[src/hw/msx_settings.svh]
`ifndef MSX_SETTINGS_SVH
`define MSX_SETTINGS_SVH

// upper five address bits of each i/o block

// video chip, ports 0x98-0x9f
`define MSX_PORT_VDP 5'b10011

// sound generator, ports 0xa0-0xa7
`define MSX_PORT_PSG 5'b10100

// peripheral interface, ports 0xa8-0xab
`define MSX_PORT_PPI 5'b10101

// bit positions where key click and tape input join the sound sum
`define MSX_BEEP_SHIFT 5
`define MSX_CAS_SHIFT 4

`endif

[src/hw/msx_pkg.sv]
package msx_pkg;

   // cpu address and data
   typedef logic [15:0] cpu_addr_t;
   typedef logic [7:0]  cpu_data_t;

   // primary slot number, one per 16 KB page
   typedef logic [1:0] slot_t;

   // sound chip channel mix, unsigned
   typedef logic [9:0] psg_sound_t;

   // final sample, two's complement
   typedef logic signed [15:0] audio_t;

   // z80 bus as seen by the core, strobes active low
   typedef struct packed {
      cpu_addr_t addr;
      cpu_data_t data;
      logic      mreq_n;
      logic      iorq_n;
      logic      rd_n;
      logic      wr_n;
      logic      m1_n;
   } cpu_bus_t;

   // decoded i/o selects, active high
   typedef struct packed {
      logic psg;
      logic ppi;
      logic vdp;
   } io_sel_t;

endpackage

[src/hw/msx_audio_mix.sv]
`timescale 1ns/1ps
`include "msx_settings.svh"

module msx_audio_mix (
   input  logic                clk21m,
   input  logic                exwait_n,
   input  msx_pkg::psg_sound_t psg_sound_i,
   input  logic                keybeep_i,
   input  logic                cas_audio_i,
   input  logic                cas_motor_i,
   input  msx_pkg::audio_t     cart_sound_i,
   output msx_pkg::audio_t     audio_o
);

   msx_pkg::psg_sound_t beep_w;
   msx_pkg::psg_sound_t cas_w;
   logic [10:0]         psg_sum;
   logic [16:0]         mix;
   msx_pkg::audio_t     compr;

   // tape is only heard with the motor relay off
   assign beep_w  = msx_pkg::psg_sound_t'(keybeep_i) << `MSX_BEEP_SHIFT;
   assign cas_w   = msx_pkg::psg_sound_t'(cas_audio_i & ~cas_motor_i) << `MSX_CAS_SHIFT;
   // one extra bit so a loud psg plus click does not wrap
   assign psg_sum = psg_sound_i + beep_w + cas_w;

   // psg scaled up, cartridge sample sign extended
   assign mix = {2'b00, psg_sum, 4'b0000} + {cart_sound_i[15], cart_sound_i};

   always_comb begin
      case (mix[16:14])
         3'b000:                 compr = {1'b0, mix[13:0], 1'b0};
         3'b111:                 compr = {1'b1, mix[13:0], 1'b0};
         3'b001, 3'b010, 3'b011: compr = 16'sh7FFF;
         default:                compr = 16'sh8000;
      endcase
   end

   always_ff @(posedge clk21m or negedge exwait_n) begin
      if (!exwait_n) begin
         audio_o <= '0;
      end else begin
         audio_o <= compr;
      end
   end

endmodule

[src/hw/msx_core.sv]
`timescale 1ns/1ps

module msx_core (
   input  logic                clk21m,
   input  logic                exwait_n,
   input  logic                ce_3m58_p_i,
   input  msx_pkg::cpu_bus_t   cpu_i,
   input  msx_pkg::cpu_data_t  vdp_data_i,
   input  msx_pkg::cpu_data_t  psg_data_i,
   input  msx_pkg::cpu_data_t  slot_data_i,
   input  msx_pkg::cpu_data_t  kb_data_i,
   input  msx_pkg::psg_sound_t psg_sound_i,
   input  msx_pkg::audio_t     cart_sound_i,
   input  logic                cas_audio_i,
   output msx_pkg::cpu_data_t  cpu_data_o,
   output logic                wait_n_o,
   output logic                vdp_sel_o,
   output logic                psg_bdir_o,
   output logic                psg_bc1_o,
   output msx_pkg::slot_t      slot_o,
   output logic [3:0]          kb_row_o,
   output logic                cas_motor_o,
   output msx_pkg::audio_t     audio_o
);

   msx_pkg::io_sel_t   sel;
   msx_pkg::cpu_data_t ppi_data;
   msx_pkg::cpu_data_t port_a;
   msx_pkg::cpu_data_t port_c;
   logic               keybeep;

   // port decode and read-back mux
   msx_io_bus u_io_bus (
      .cpu_i       (cpu_i),
      .vdp_data_i  (vdp_data_i),
      .psg_data_i  (psg_data_i),
      .ppi_data_i  (ppi_data),
      .slot_data_i (slot_data_i),
      .sel_o       (sel),
      .cpu_data_o  (cpu_data_o)
   );

   msx_ppi u_ppi (
      .clk21m    (clk21m),
      .exwait_n  (exwait_n),
      .cpu_i     (cpu_i),
      .cs_i      (sel.ppi),
      .kb_data_i (kb_data_i),
      .port_a_o  (port_a),
      .port_c_o  (port_c),
      .data_o    (ppi_data)
   );

   // port c: row select low nibble, motor on bit 4, click on bit 7
   assign kb_row_o    = port_c[3:0];
   assign cas_motor_o = port_c[4];
   assign keybeep     = port_c[7];
   assign vdp_sel_o   = sel.vdp;

   msx_primary_slot u_primary_slot (
      .clk21m   (clk21m),
      .exwait_n (exwait_n),
      .cs_i     (sel.ppi),
      .addr_i   (cpu_i.addr),
      .port_a_i (port_a),
      .slot_o   (slot_o)
   );

   msx_wait_gen u_wait_gen (
      .clk21m      (clk21m),
      .exwait_n    (exwait_n),
      .ce_3m58_p_i (ce_3m58_p_i),
      .m1_n_i      (cpu_i.m1_n),
      .wait_n_o    (wait_n_o)
   );

   msx_psg_strobe u_psg_strobe (
      .clk21m      (clk21m),
      .exwait_n    (exwait_n),
      .ce_3m58_p_i (ce_3m58_p_i),
      .cs_i        (sel.psg),
      .addr_i      (cpu_i.addr[1:0]),
      .bdir_o      (psg_bdir_o),
      .bc1_o       (psg_bc1_o)
   );

   msx_audio_mix u_audio_mix (
      .clk21m       (clk21m),
      .exwait_n     (exwait_n),
      .psg_sound_i  (psg_sound_i),
      .keybeep_i    (keybeep),
      .cas_audio_i  (cas_audio_i),
      .cas_motor_i  (cas_motor_o),
      .cart_sound_i (cart_sound_i),
      .audio_o      (audio_o)
   );

endmodule

[src/hw/msx_io_bus.sv]
`timescale 1ns/1ps
`include "msx_settings.svh"

module msx_io_bus (
   input  msx_pkg::cpu_bus_t  cpu_i,
   input  msx_pkg::cpu_data_t vdp_data_i,
   input  msx_pkg::cpu_data_t psg_data_i,
   input  msx_pkg::cpu_data_t ppi_data_i,
   input  msx_pkg::cpu_data_t slot_data_i,
   output msx_pkg::io_sel_t   sel_o,
   output msx_pkg::cpu_data_t cpu_data_o
);

   logic io_cycle;
   logic [4:0] port_hi;

   // interrupt acknowledge also drives iorq low, keep it out
   assign io_cycle = ~cpu_i.iorq_n & cpu_i.m1_n;
   assign port_hi  = cpu_i.addr[7:3];

   assign sel_o.vdp = io_cycle & (port_hi == `MSX_PORT_VDP);
   assign sel_o.psg = io_cycle & (port_hi == `MSX_PORT_PSG);
   assign sel_o.ppi = io_cycle & (port_hi == `MSX_PORT_PPI);

   // read data back to the cpu
   always_comb begin
      if (cpu_i.rd_n) begin
         // idle bus floats high
         cpu_data_o = 8'hFF;
      end else if (sel_o.vdp) begin
         cpu_data_o = vdp_data_i;
      end else if (sel_o.psg) begin
         cpu_data_o = psg_data_i;
      end else if (sel_o.ppi) begin
         cpu_data_o = ppi_data_i;
      end else begin
         // memory and anything undecoded
         cpu_data_o = slot_data_i;
      end
   end

endmodule

[src/hw/msx_ppi.sv]
`timescale 1ns/1ps

module msx_ppi (
   input  logic               clk21m,
   input  logic               exwait_n,
   input  msx_pkg::cpu_bus_t  cpu_i,
   input  logic               cs_i,
   input  msx_pkg::cpu_data_t kb_data_i,
   output msx_pkg::cpu_data_t port_a_o,
   output msx_pkg::cpu_data_t port_c_o,
   output msx_pkg::cpu_data_t data_o
);

   msx_pkg::cpu_data_t port_a_q;
   msx_pkg::cpu_data_t port_c_q;
   logic               wr_n_q;
   logic               wr_stb;
   logic [1:0]         offset;

   assign offset = cpu_i.addr[1:0];

   // one write per bus cycle, on the falling wr_n
   assign wr_stb = cs_i & ~cpu_i.wr_n & wr_n_q;

   always_ff @(posedge clk21m or negedge exwait_n) begin
      if (!exwait_n) begin
         wr_n_q <= 1'b1;
      end else begin
         wr_n_q <= cpu_i.wr_n;
      end
   end

   always_ff @(posedge clk21m or negedge exwait_n) begin
      if (!exwait_n) begin
         port_a_q <= '0;
         port_c_q <= '0;
      end else if (wr_stb) begin
         case (offset)
            2'd0: port_a_q <= cpu_i.data;
            2'd2: port_c_q <= cpu_i.data;
            2'd3: begin
               if (cpu_i.data[7]) begin
                  // mode word, outputs return to zero
                  port_a_q <= '0;
                  port_c_q <= '0;
               end else begin
                  // port c bit set/reset
                  port_c_q[cpu_i.data[3:1]] <= cpu_i.data[0];
               end
            end
            default: ;
         endcase
      end
   end

   // port b is the keyboard column input
   always_comb begin
      case (offset)
         2'd0:    data_o = port_a_q;
         2'd1:    data_o = kb_data_i;
         2'd2:    data_o = port_c_q;
         default: data_o = 8'hFF;
      endcase
   end

   assign port_a_o = port_a_q;
   assign port_c_o = port_c_q;

endmodule

[src/hw/msx_primary_slot.sv]
`timescale 1ns/1ps

module msx_primary_slot (
   input  logic               clk21m,
   input  logic               exwait_n,
   input  logic               cs_i,
   input  msx_pkg::cpu_addr_t addr_i,
   input  msx_pkg::cpu_data_t port_a_i,
   output msx_pkg::slot_t     slot_o
);

   logic slot_valid;
   logic [1:0] page;

   // boot rom sits in slot 0 until the bios touches the ppi
   always_ff @(posedge clk21m or negedge exwait_n) begin
      if (!exwait_n) begin
         slot_valid <= 1'b0;
      end else if (cs_i) begin
         slot_valid <= 1'b1;
      end
   end

   assign page = addr_i[15:14];

   // two bits of port a per 16 KB page
   always_comb begin
      if (!slot_valid) begin
         slot_o = '0;
      end else begin
         slot_o = port_a_i[{page, 1'b0} +: 2];
      end
   end

endmodule

[src/hw/msx_psg_strobe.sv]
`timescale 1ns/1ps

module msx_psg_strobe (
   input  logic       clk21m,
   input  logic       exwait_n,
   input  logic       ce_3m58_p_i,
   input  logic       cs_i,
   input  logic [1:0] addr_i,
   output logic       bdir_o,
   output logic       bc1_o
);

   logic stage1_q;
   logic stage2_q;
   logic strobe_en;

   // counts two cpu clocks into the select
   always_ff @(posedge clk21m or negedge exwait_n) begin
      if (!exwait_n) begin
         stage1_q <= 1'b0;
         stage2_q <= 1'b0;
      end else if (!cs_i) begin
         stage1_q <= 1'b0;
         stage2_q <= 1'b0;
      end else if (ce_3m58_p_i) begin
         stage1_q <= 1'b1;
         stage2_q <= stage1_q;
      end
   end

   // drop out on the cpu clock strobe and as soon as the select goes
   assign strobe_en = stage2_q & ~ce_3m58_p_i & cs_i;

   // a1=0 latch/write, a0=0 address select
   assign bdir_o = strobe_en & ~addr_i[1];
   assign bc1_o  = strobe_en & ~addr_i[0];

endmodule

[src/hw/msx_wait_gen.sv]
`timescale 1ns/1ps

module msx_wait_gen (
   input  logic clk21m,
   input  logic exwait_n,
   input  logic ce_3m58_p_i,
   input  logic m1_n_i,
   output logic wait_n_o
);

   logic wait_q;
   logic wait_dly_q;

   // pulls wait low on an opcode fetch, released by the delayed copy
   always_ff @(posedge clk21m or negedge exwait_n) begin
      if (!exwait_n) begin
         wait_q <= 1'b0;
      end else if (!wait_dly_q) begin
         wait_q <= 1'b1;
      end else if (ce_3m58_p_i) begin
         wait_q <= m1_n_i;
      end
   end

   // wait level one cpu clock later
   always_ff @(posedge clk21m or negedge exwait_n) begin
      if (!exwait_n) begin
         wait_dly_q <= 1'b1;
      end else if (ce_3m58_p_i) begin
         wait_dly_q <= wait_q;
      end
   end

   assign wait_n_o = wait_q;

endmodule

[config.mk]
export PLATFORM = sky130hd
export DESIGN_NAME = msx_core
export DESIGN_NICKNAME = d
export VERILOG_FILES = /design/src/hw/msx_pkg.sv /design/src/hw/msx_audio_mix.sv /design/src/hw/msx_core.sv /design/src/hw/msx_io_bus.sv /design/src/hw/msx_ppi.sv /design/src/hw/msx_primary_slot.sv /design/src/hw/msx_psg_strobe.sv /design/src/hw/msx_wait_gen.sv
export VERILOG_INCLUDE_DIRS = /design/src /design/src/hw
export SDC_FILE = /design/constraint.sdc
export NUM_CORES = 1
export LEC_CHECK = 0
export ABC_CLOCK_PERIOD_IN_PS = 2790
export BUFFER_PORTS_ARGS = -buffer_cell sky130_fd_sc_hd__buf_2
export CORE_ASPECT_RATIO = 2
export CORE_MARGIN = 2
export CORE_UTILIZATION = 44
export DETAILED_ROUTE_END_ITERATION = 8
export GPL_TIMING_DRIVEN = 0
export PLACE_DENSITY = 0.77
export SYNTH_ARGS = -nofsm -noshare
export SYNTH_HDL_FRONTEND = slang
export SYNTH_HIERARCHICAL = 1
export SYNTH_SLANG_ARGS = --single-unit
[constraint.sdc]
create_clock -name clk21m -period 2.79 [get_ports clk21m]
set_clock_uncertainty 0.2 [all_clocks]
set_input_delay 0.6975 -clock clk21m [delete_from_list [all_inputs] [get_ports clk21m]]
set_output_delay 0.6975 -clock clk21m [all_outputs]
set_load 0.05 [all_outputs]
# --- Yosys cells after proc, flatten, opt, wreduce, memory -nomap -nowiden ---
# Index checks and enable logic that the tools add are counted.
word_totals:
  inputBits: 91
  reg_bits: 38
  out_inout_bits: 35
  word_cells: 73
op_classes:
  reduce_logical: 8
  add_sub_neg: 3
  bitwise_logic: 17
  n_eq_ne: 13
  n_lt_le_gt_ge: 2
  shifts: 1
  mux: 20
ops:
  columns: ["operator", "n"]
  rows:
  - ["2-to-1 mux 8 bit", 6]
  - ["case mux 16 bit (3 select lines)", 1]
  - ["case mux 8 bit (2 select lines)", 2]
  - ["case mux 8 bit (3 select lines)", 1]
  - ["adder 16 x 16 -> 17 bit", 1]
  - ["equality test 5 bit (second input constant)", 3]
  - ["adder 10 x 6 -> 11 bit", 1]
  - ["adder 11 x 10 -> 11 bit", 1]
  - ["bitwise AND 1 bit", 10]
  - ["bitwise mux 8 bit", 1]
  - ["variable part select 8 x 4 -> 2 bit", 1]
  - ["2-to-1 mux 1 bit", 7]
  - ["bitwise AND 1 x 6 -> 6 bit", 1]
  - ["equality test 3 x 2 -> 1 bit (second input constant)", 2]
  - ["inequality test 2 bit (second input constant)", 3]
  - ["NOT 1 -> 6 bit", 1]
  - ["NOT 1 bit", 5]
  - ["equality test 2 bit (second input constant)", 2]
  - ["< comparator 3 x 4 -> 1 bit (second input constant)", 1]
  - ["nonzero test 2 bit", 2]
  - ["demux 1 bit (select 3 bit)", 1]
  - ["equality test 3 x 1 -> 1 bit (second input constant)", 1]
  - ["equality test 3 bit (second input constant)", 1]
  - [">= comparator 3 x 1 -> 1 bit (second input constant)", 1]
  - ["other kinds (8)", 8]

# --- Logic depth before layout (Yosys ltp) ---
depth:
  word_depth: 7
  mapped_depth: 13
  depth_no_buf: 12

# --- Hierarchy ---
# Netlist, hierarchy kept.
modules_own_cells:
  columns: ["module", "area_each_um2", "instances", "seq_area_each_um2", "cells_each"]
  rows:
  - ["msx_audio_mix", 1287.5, 1, 400.4, 121]
  - ["msx_ppi", 1101.1, 1, 426.7, 97]
  - ["msx_io_bus", 317.8, 1, 0.0, 44]
  - ["msx_primary_slot", 96.3, 1, 25.0, 6]
  - ["msx_psg_strobe", 88.8, 1, 50.0, 8]
  - ["msx_wait_gen", 80.1, 1, 51.3, 5]

# --- Worst setup path after synthesis ---
# Ideal clock, no wire load.
synth_path:
  path_kind: "input to register"
  startpoint: "in cas_audio_i"
  endpoint: "reg u_audio_mix.audio_o[10]"
  n_path_buf: 1
  setup_ns: 0.129
  cell_stages: 13
  setup_slack_ns: -0.768
  arrival_time_ns: 3.229
  required_time_ns: 2.461
  cell_sequence: "nor2b_1 -> ha_1 -> fa_1 -> nand3_1 -> xnor2_1 -> ha_1 -> and3_4 -> a21boi_1 -> a311oi_2 -> or3_4 -> a21oi_4 -> buf_8 -> o22ai_2"
synth_between:
  elab_chain_len: 6
  word_cells_on_any_way: 10
  classes_between: "2 x add/sub; 4 x eq/ne; 1 x mux; 1 x bitwise; 2 x reduce/logical"
synth_lines:
  columns: ["element", "line", "rtl"]
  rows:
  - ["start, declared", "msx_core.sv:14", "input logic cas_audio_i,"]
  - ["bitwise AND 1 x 6 -> 6 bit *", "msx_audio_mix.sv:23", "assign cas_w = msx_pkg::psg_sound_t'(cas_audio_i & ~cas_motor_i) << `MSX_CAS_SHIFT;"]
  - ["adder 11 x 10 -> 11 bit *", "msx_audio_mix.sv:25", "assign psg_sum = psg_sound_i + beep_w + cas_w;"]
  - ["adder 16 x 16 -> 17 bit *", "msx_audio_mix.sv:28", "assign mix = {2'b00, psg_sum, 4'b0000} + {cart_sound_i[15], cart_sound_i};"]
  - ["equality test 3 x 1 -> 1 bit / equality test 3 x 2 -> 1 bit (equally long branches)", "msx_audio_mix.sv:31", "case (mix[16:14])"]
  - ["OR reduction 3 bit", "msx_audio_mix.sv:31", null]
  - ["case mux 16 bit (3 select lines) *", "msx_audio_mix.sv:31", null]
  - ["named net u_audio_mix.compr[10]", "msx_audio_mix.sv:19", "msx_pkg::audio_t compr;"]
  - ["end signal, assigned", "msx_audio_mix.sv:43", "audio_o <= compr;"]
  - ["end, declared", "msx_audio_mix.sv:12", "output msx_pkg::audio_t audio_o"]
# The timed path passes the listed nets; every way through them passes the cells marked *.
# A chain may end at the register's enable or synchronous reset.

# --- Worst setup path in the final report ---
layout_path:
  startpoint: "in cas_audio_i"
  endpoint: "reg u_audio_mix.audio_o[12]"
# Same word-level chain as after synthesis.

==> summary.txt <==
Layout
  – Share of layout cells above drive strength 1: 0.532
  – Final core occ: 0.672
  – Design area: 4410 um^2
  – Final #Nets: 533
  – Area Growth Syn to Fin: 48.5%
  – Fill count: 499
  – ANT cells: 0
  – Most frequent cells in the layout: buf_2 (106), dfrtp_1 (36), buf_6 (22)
  – Commonest non-fill, non-tap cell in the layout: buf_2

Logic synthesis
  – Synthesized instance count: 281
  – Async set or reset register ratio after synthesis: 1.00
  – Sequential area share after synthesis: 0.321
  – EDFF count, synth: 0
  – Warnings from Yosys: 6
  – Syn nets: 388
  – Avg Inst Size Synth: 10.6 um^2
  – Mapped cell area: 2970 um^2
  – Post-synth top flop: dfrtp_1
  – Netlist cell types: 65
  – Flops & latches, synth: 38

Drt
  – DR DRC count: 0
  – Routed Wire Length: 9.23 mm
  – Avg WL per Cell: 17.9 um
  – Starting DRT DRC Count: 149
  – First-pass DRT Iterations: 4
  – ANT nets after route: 0
  – Via count: 2,922
  – DR vias/cell: 5.67

STA
  – Hold Fails Final Rpt: 0
  – Final Max Slew Viols: 0
  – Worst-Margin Slew: 841 ps
  – Min setup slack post-route: -555 ps
  – FMAX: 299 MHz
  – Final setup viols: 23
  – Fin crit period: 3340 ps
  – Tcrit/Tclk final: 1.20
  – Max_slew headroom: 0.439
  – Unrepaired setup endpoints after global routing: yes

Placement
  – I/O Buffers: 115
  – Final GP Congestion: 0.920
  – DP HPWL: 6.84 mm
  – Post-placement cell area: 3770 um^2

Floorplanning
  – Placeable Area: 6570 um^2
  – Die X-Extent: 62.1 um
  – Row Count: 42
  – IO Pins: 126
  – Initial core utilization: 0.452
  – Die ar.: 7470 um^2
  – Die height: 120 um

Setup path
  – Origin of the worst setup path: cas_audio_i
  – Arrival @ worst endpoint: 3300 ps
  – Required time worst endpoint: 2740 ps
  – R2R setup slack: -430 ps
  – CP Launch Type: primary input
  – Setup CP Type: primary input to flip-flop
  – Worst setup endpoint: u_audio_mix/audio_o[12]
  – Worst setup EP type: flip-flop
  – Worst Path Max Fanout: 5
  – Worst r2r src: u_ppi/port_c_o[4]
  – FF-to-FF End: u_audio_mix/audio_o[12]
  – Reg2Reg Depth: 15

Global route
  – Gr ovfl total: 0
  – Largest net degree at the start of global routing: 39
  – Vias in the first global route: 3,044
  – Global-route wire length before repair: 14.7 mm
  – Gr usage total: 0.251
  – Initial antenna violation count: 0

Clock tree
  – H-tree Lvls: 2
  – CTS Buf Count: 5
  – Worst-Skew Late Latency: 280 ps
  – Cts hold-fix bufs: 0
  – CTS clk-pin slew, worst paths: 50 ps
  – CTS root buffer: clkbuf_16
  – CTS Buffer Depth: 2
  – TritonCTS clock tree: built
  – Clock sink count: 38

Power
  – Pwr dens: 464 nW/um^2
  – Maximum vdd ir drop: 0.000283 V
  – Leak pwr: 2.12 nW

Outcome
  – Status: complete, but fails checks
  – Failing checks: setup timing

Flow run
  – Max_cap viols: 0

Min path
  – HP Class: flip-flop to flip-flop
-- layout make-up --
| type | count | area [um^2] | share of cell area |
|---|---|---|---|
| Inverter | 12 | 45.0 | 0.0102 |
| Clock buffer | 8 | 136 | 0.0309 |
| Timing Repair Buffer | 139 | 895 | 0.203 |
| Tap cell | 88 | 110 | 0.0250 |
| Buffer | 14 | 133 | 0.0301 |
| Multi-Input combinational cell | 216 | 2140 | 0.485 |
| Sequential cell | 38 | 953 | 0.216 |
-- cells in the mapped netlist, types with 9 or more instances --
cell type | instances | area [um^2]
ha_1 | 14 | 175
inv_1 | 12 | 45.0
dfrtp_1 | 36 | 901
mux2i_1 | 10 | 100
a31oi_1 | 9 | 56.3
mux2_1 | 14 | 158
o2bb2ai_1 | 9 | 78.8
a21oi_1 | 14 | 70.1
-- timing repair --
| item | 4_1_cts | 5_1_grt |
|---|---|---|
| buffers inserted | 18 | 3 |
| gates resized for setup | 59 | 16 |
| setup endpoints to repair | 26 | 26 |
| pin swaps | 24 | 8 |
| gates cloned | 2 | 1 |
| hold endpoints to repair | 0 | 0 |
-- cells by family (layout without fill, tap and decap cells) --
kind of cell	after synthesis	after routing	synth area share
xor gates and xnor gates	13	13	0.0383
and+or+nand+nor	65	65	0.152
buffers and inverters	27	173	0.0539
DFF	38	38	0.321
adders and majority gates	16	16	0.0724
AOI/OAI and AO/OA	95	95	0.253
muxes	27	27	0.109
-- per-layer routing --
layer	global-route usage	routed length [um]
met3	0.0474	447
met4	0.135	414
met1	0.251	3160
met5	0	0
met2	0.480	5210
-- stage by stage --
step | worst slack (ps) | hold slack, ps | cells | TNS, ps | power, mW
after CTS | -515 | 245 | 511 | -7960 | 2.03
after global placement | -960 | 227 | 484 | -17410 | 1.37
after floorplan | -635 | 202 | 281 | -9180 | 1.17
after global routing | -644 | 252 | 515 | -10070 | 2.14
after detailed placement | -971 | 231 | 484 | -17890 | 1.38
final | -555 | 244 | 515 | -8420 | 2.05
-- worst max-delay path, stage by stage --
cell      delay (ps)
buf_6             90
nor2b_4          120
ha_4             160
fa_2             350
nand3_2          100
xnor2_1          120
ha_1             290
buf_6            140
a21oi_4          190
and2_4           190
o221ai_4         150
xor2_2           200
a21oi_4          160
buf_6            130
buf_8            120
o22ai_2           80
-- power by group --
part           total (mW)  leakage (nW)  switching (mW)  internal (mW)
Sequential          0.641         0.469          0.0286          0.613
Combinational       0.877          1.58           0.521          0.356
Clock               0.530        0.0652           0.199          0.332
Total                2.05          2.12           0.748           1.30
-- sequential cells by signal, indices dropped and copies added (netlist names) --
register / count
u_wait_gen/wait_dly_q: 1
u_ppi/wr_n_q: 1
u_primary_slot/slot_valid: 1
u_ppi/port_a_o: 8
u_audio_mix/audio_o: 16
u_ppi/port_c_o: 8
u_psg_strobe/stage1_q: 1
u_psg_strobe/stage2_q: 1
u_wait_gen/wait_n_o: 1
-- how the worst min path moves through the flow --
| stage | from | end | slack, ps | cells after the start |
|---|---|---|---|---|
| after global placement | u_wait_gen/wait_dly_q | u_wait_gen/wait_n_o | 230 | 1 |
| after detailed placement | u_wait_gen/wait_dly_q | u_wait_gen/wait_n_o | 230 | 1 |
| after global routing | u_wait_gen/wait_dly_q | u_wait_gen/wait_n_o | 250 | 1 |
| final | u_wait_gen/wait_dly_q | u_wait_gen/wait_n_o | 240 | 1 |
| after CTS | u_wait_gen/wait_dly_q | u_wait_gen/wait_n_o | 240 | 1 |
| after floorplan | exwait_n | u_audio_mix/audio_o[0] | 200 | 0 |
No activity file was read; power rests on OpenSTA's default activity.
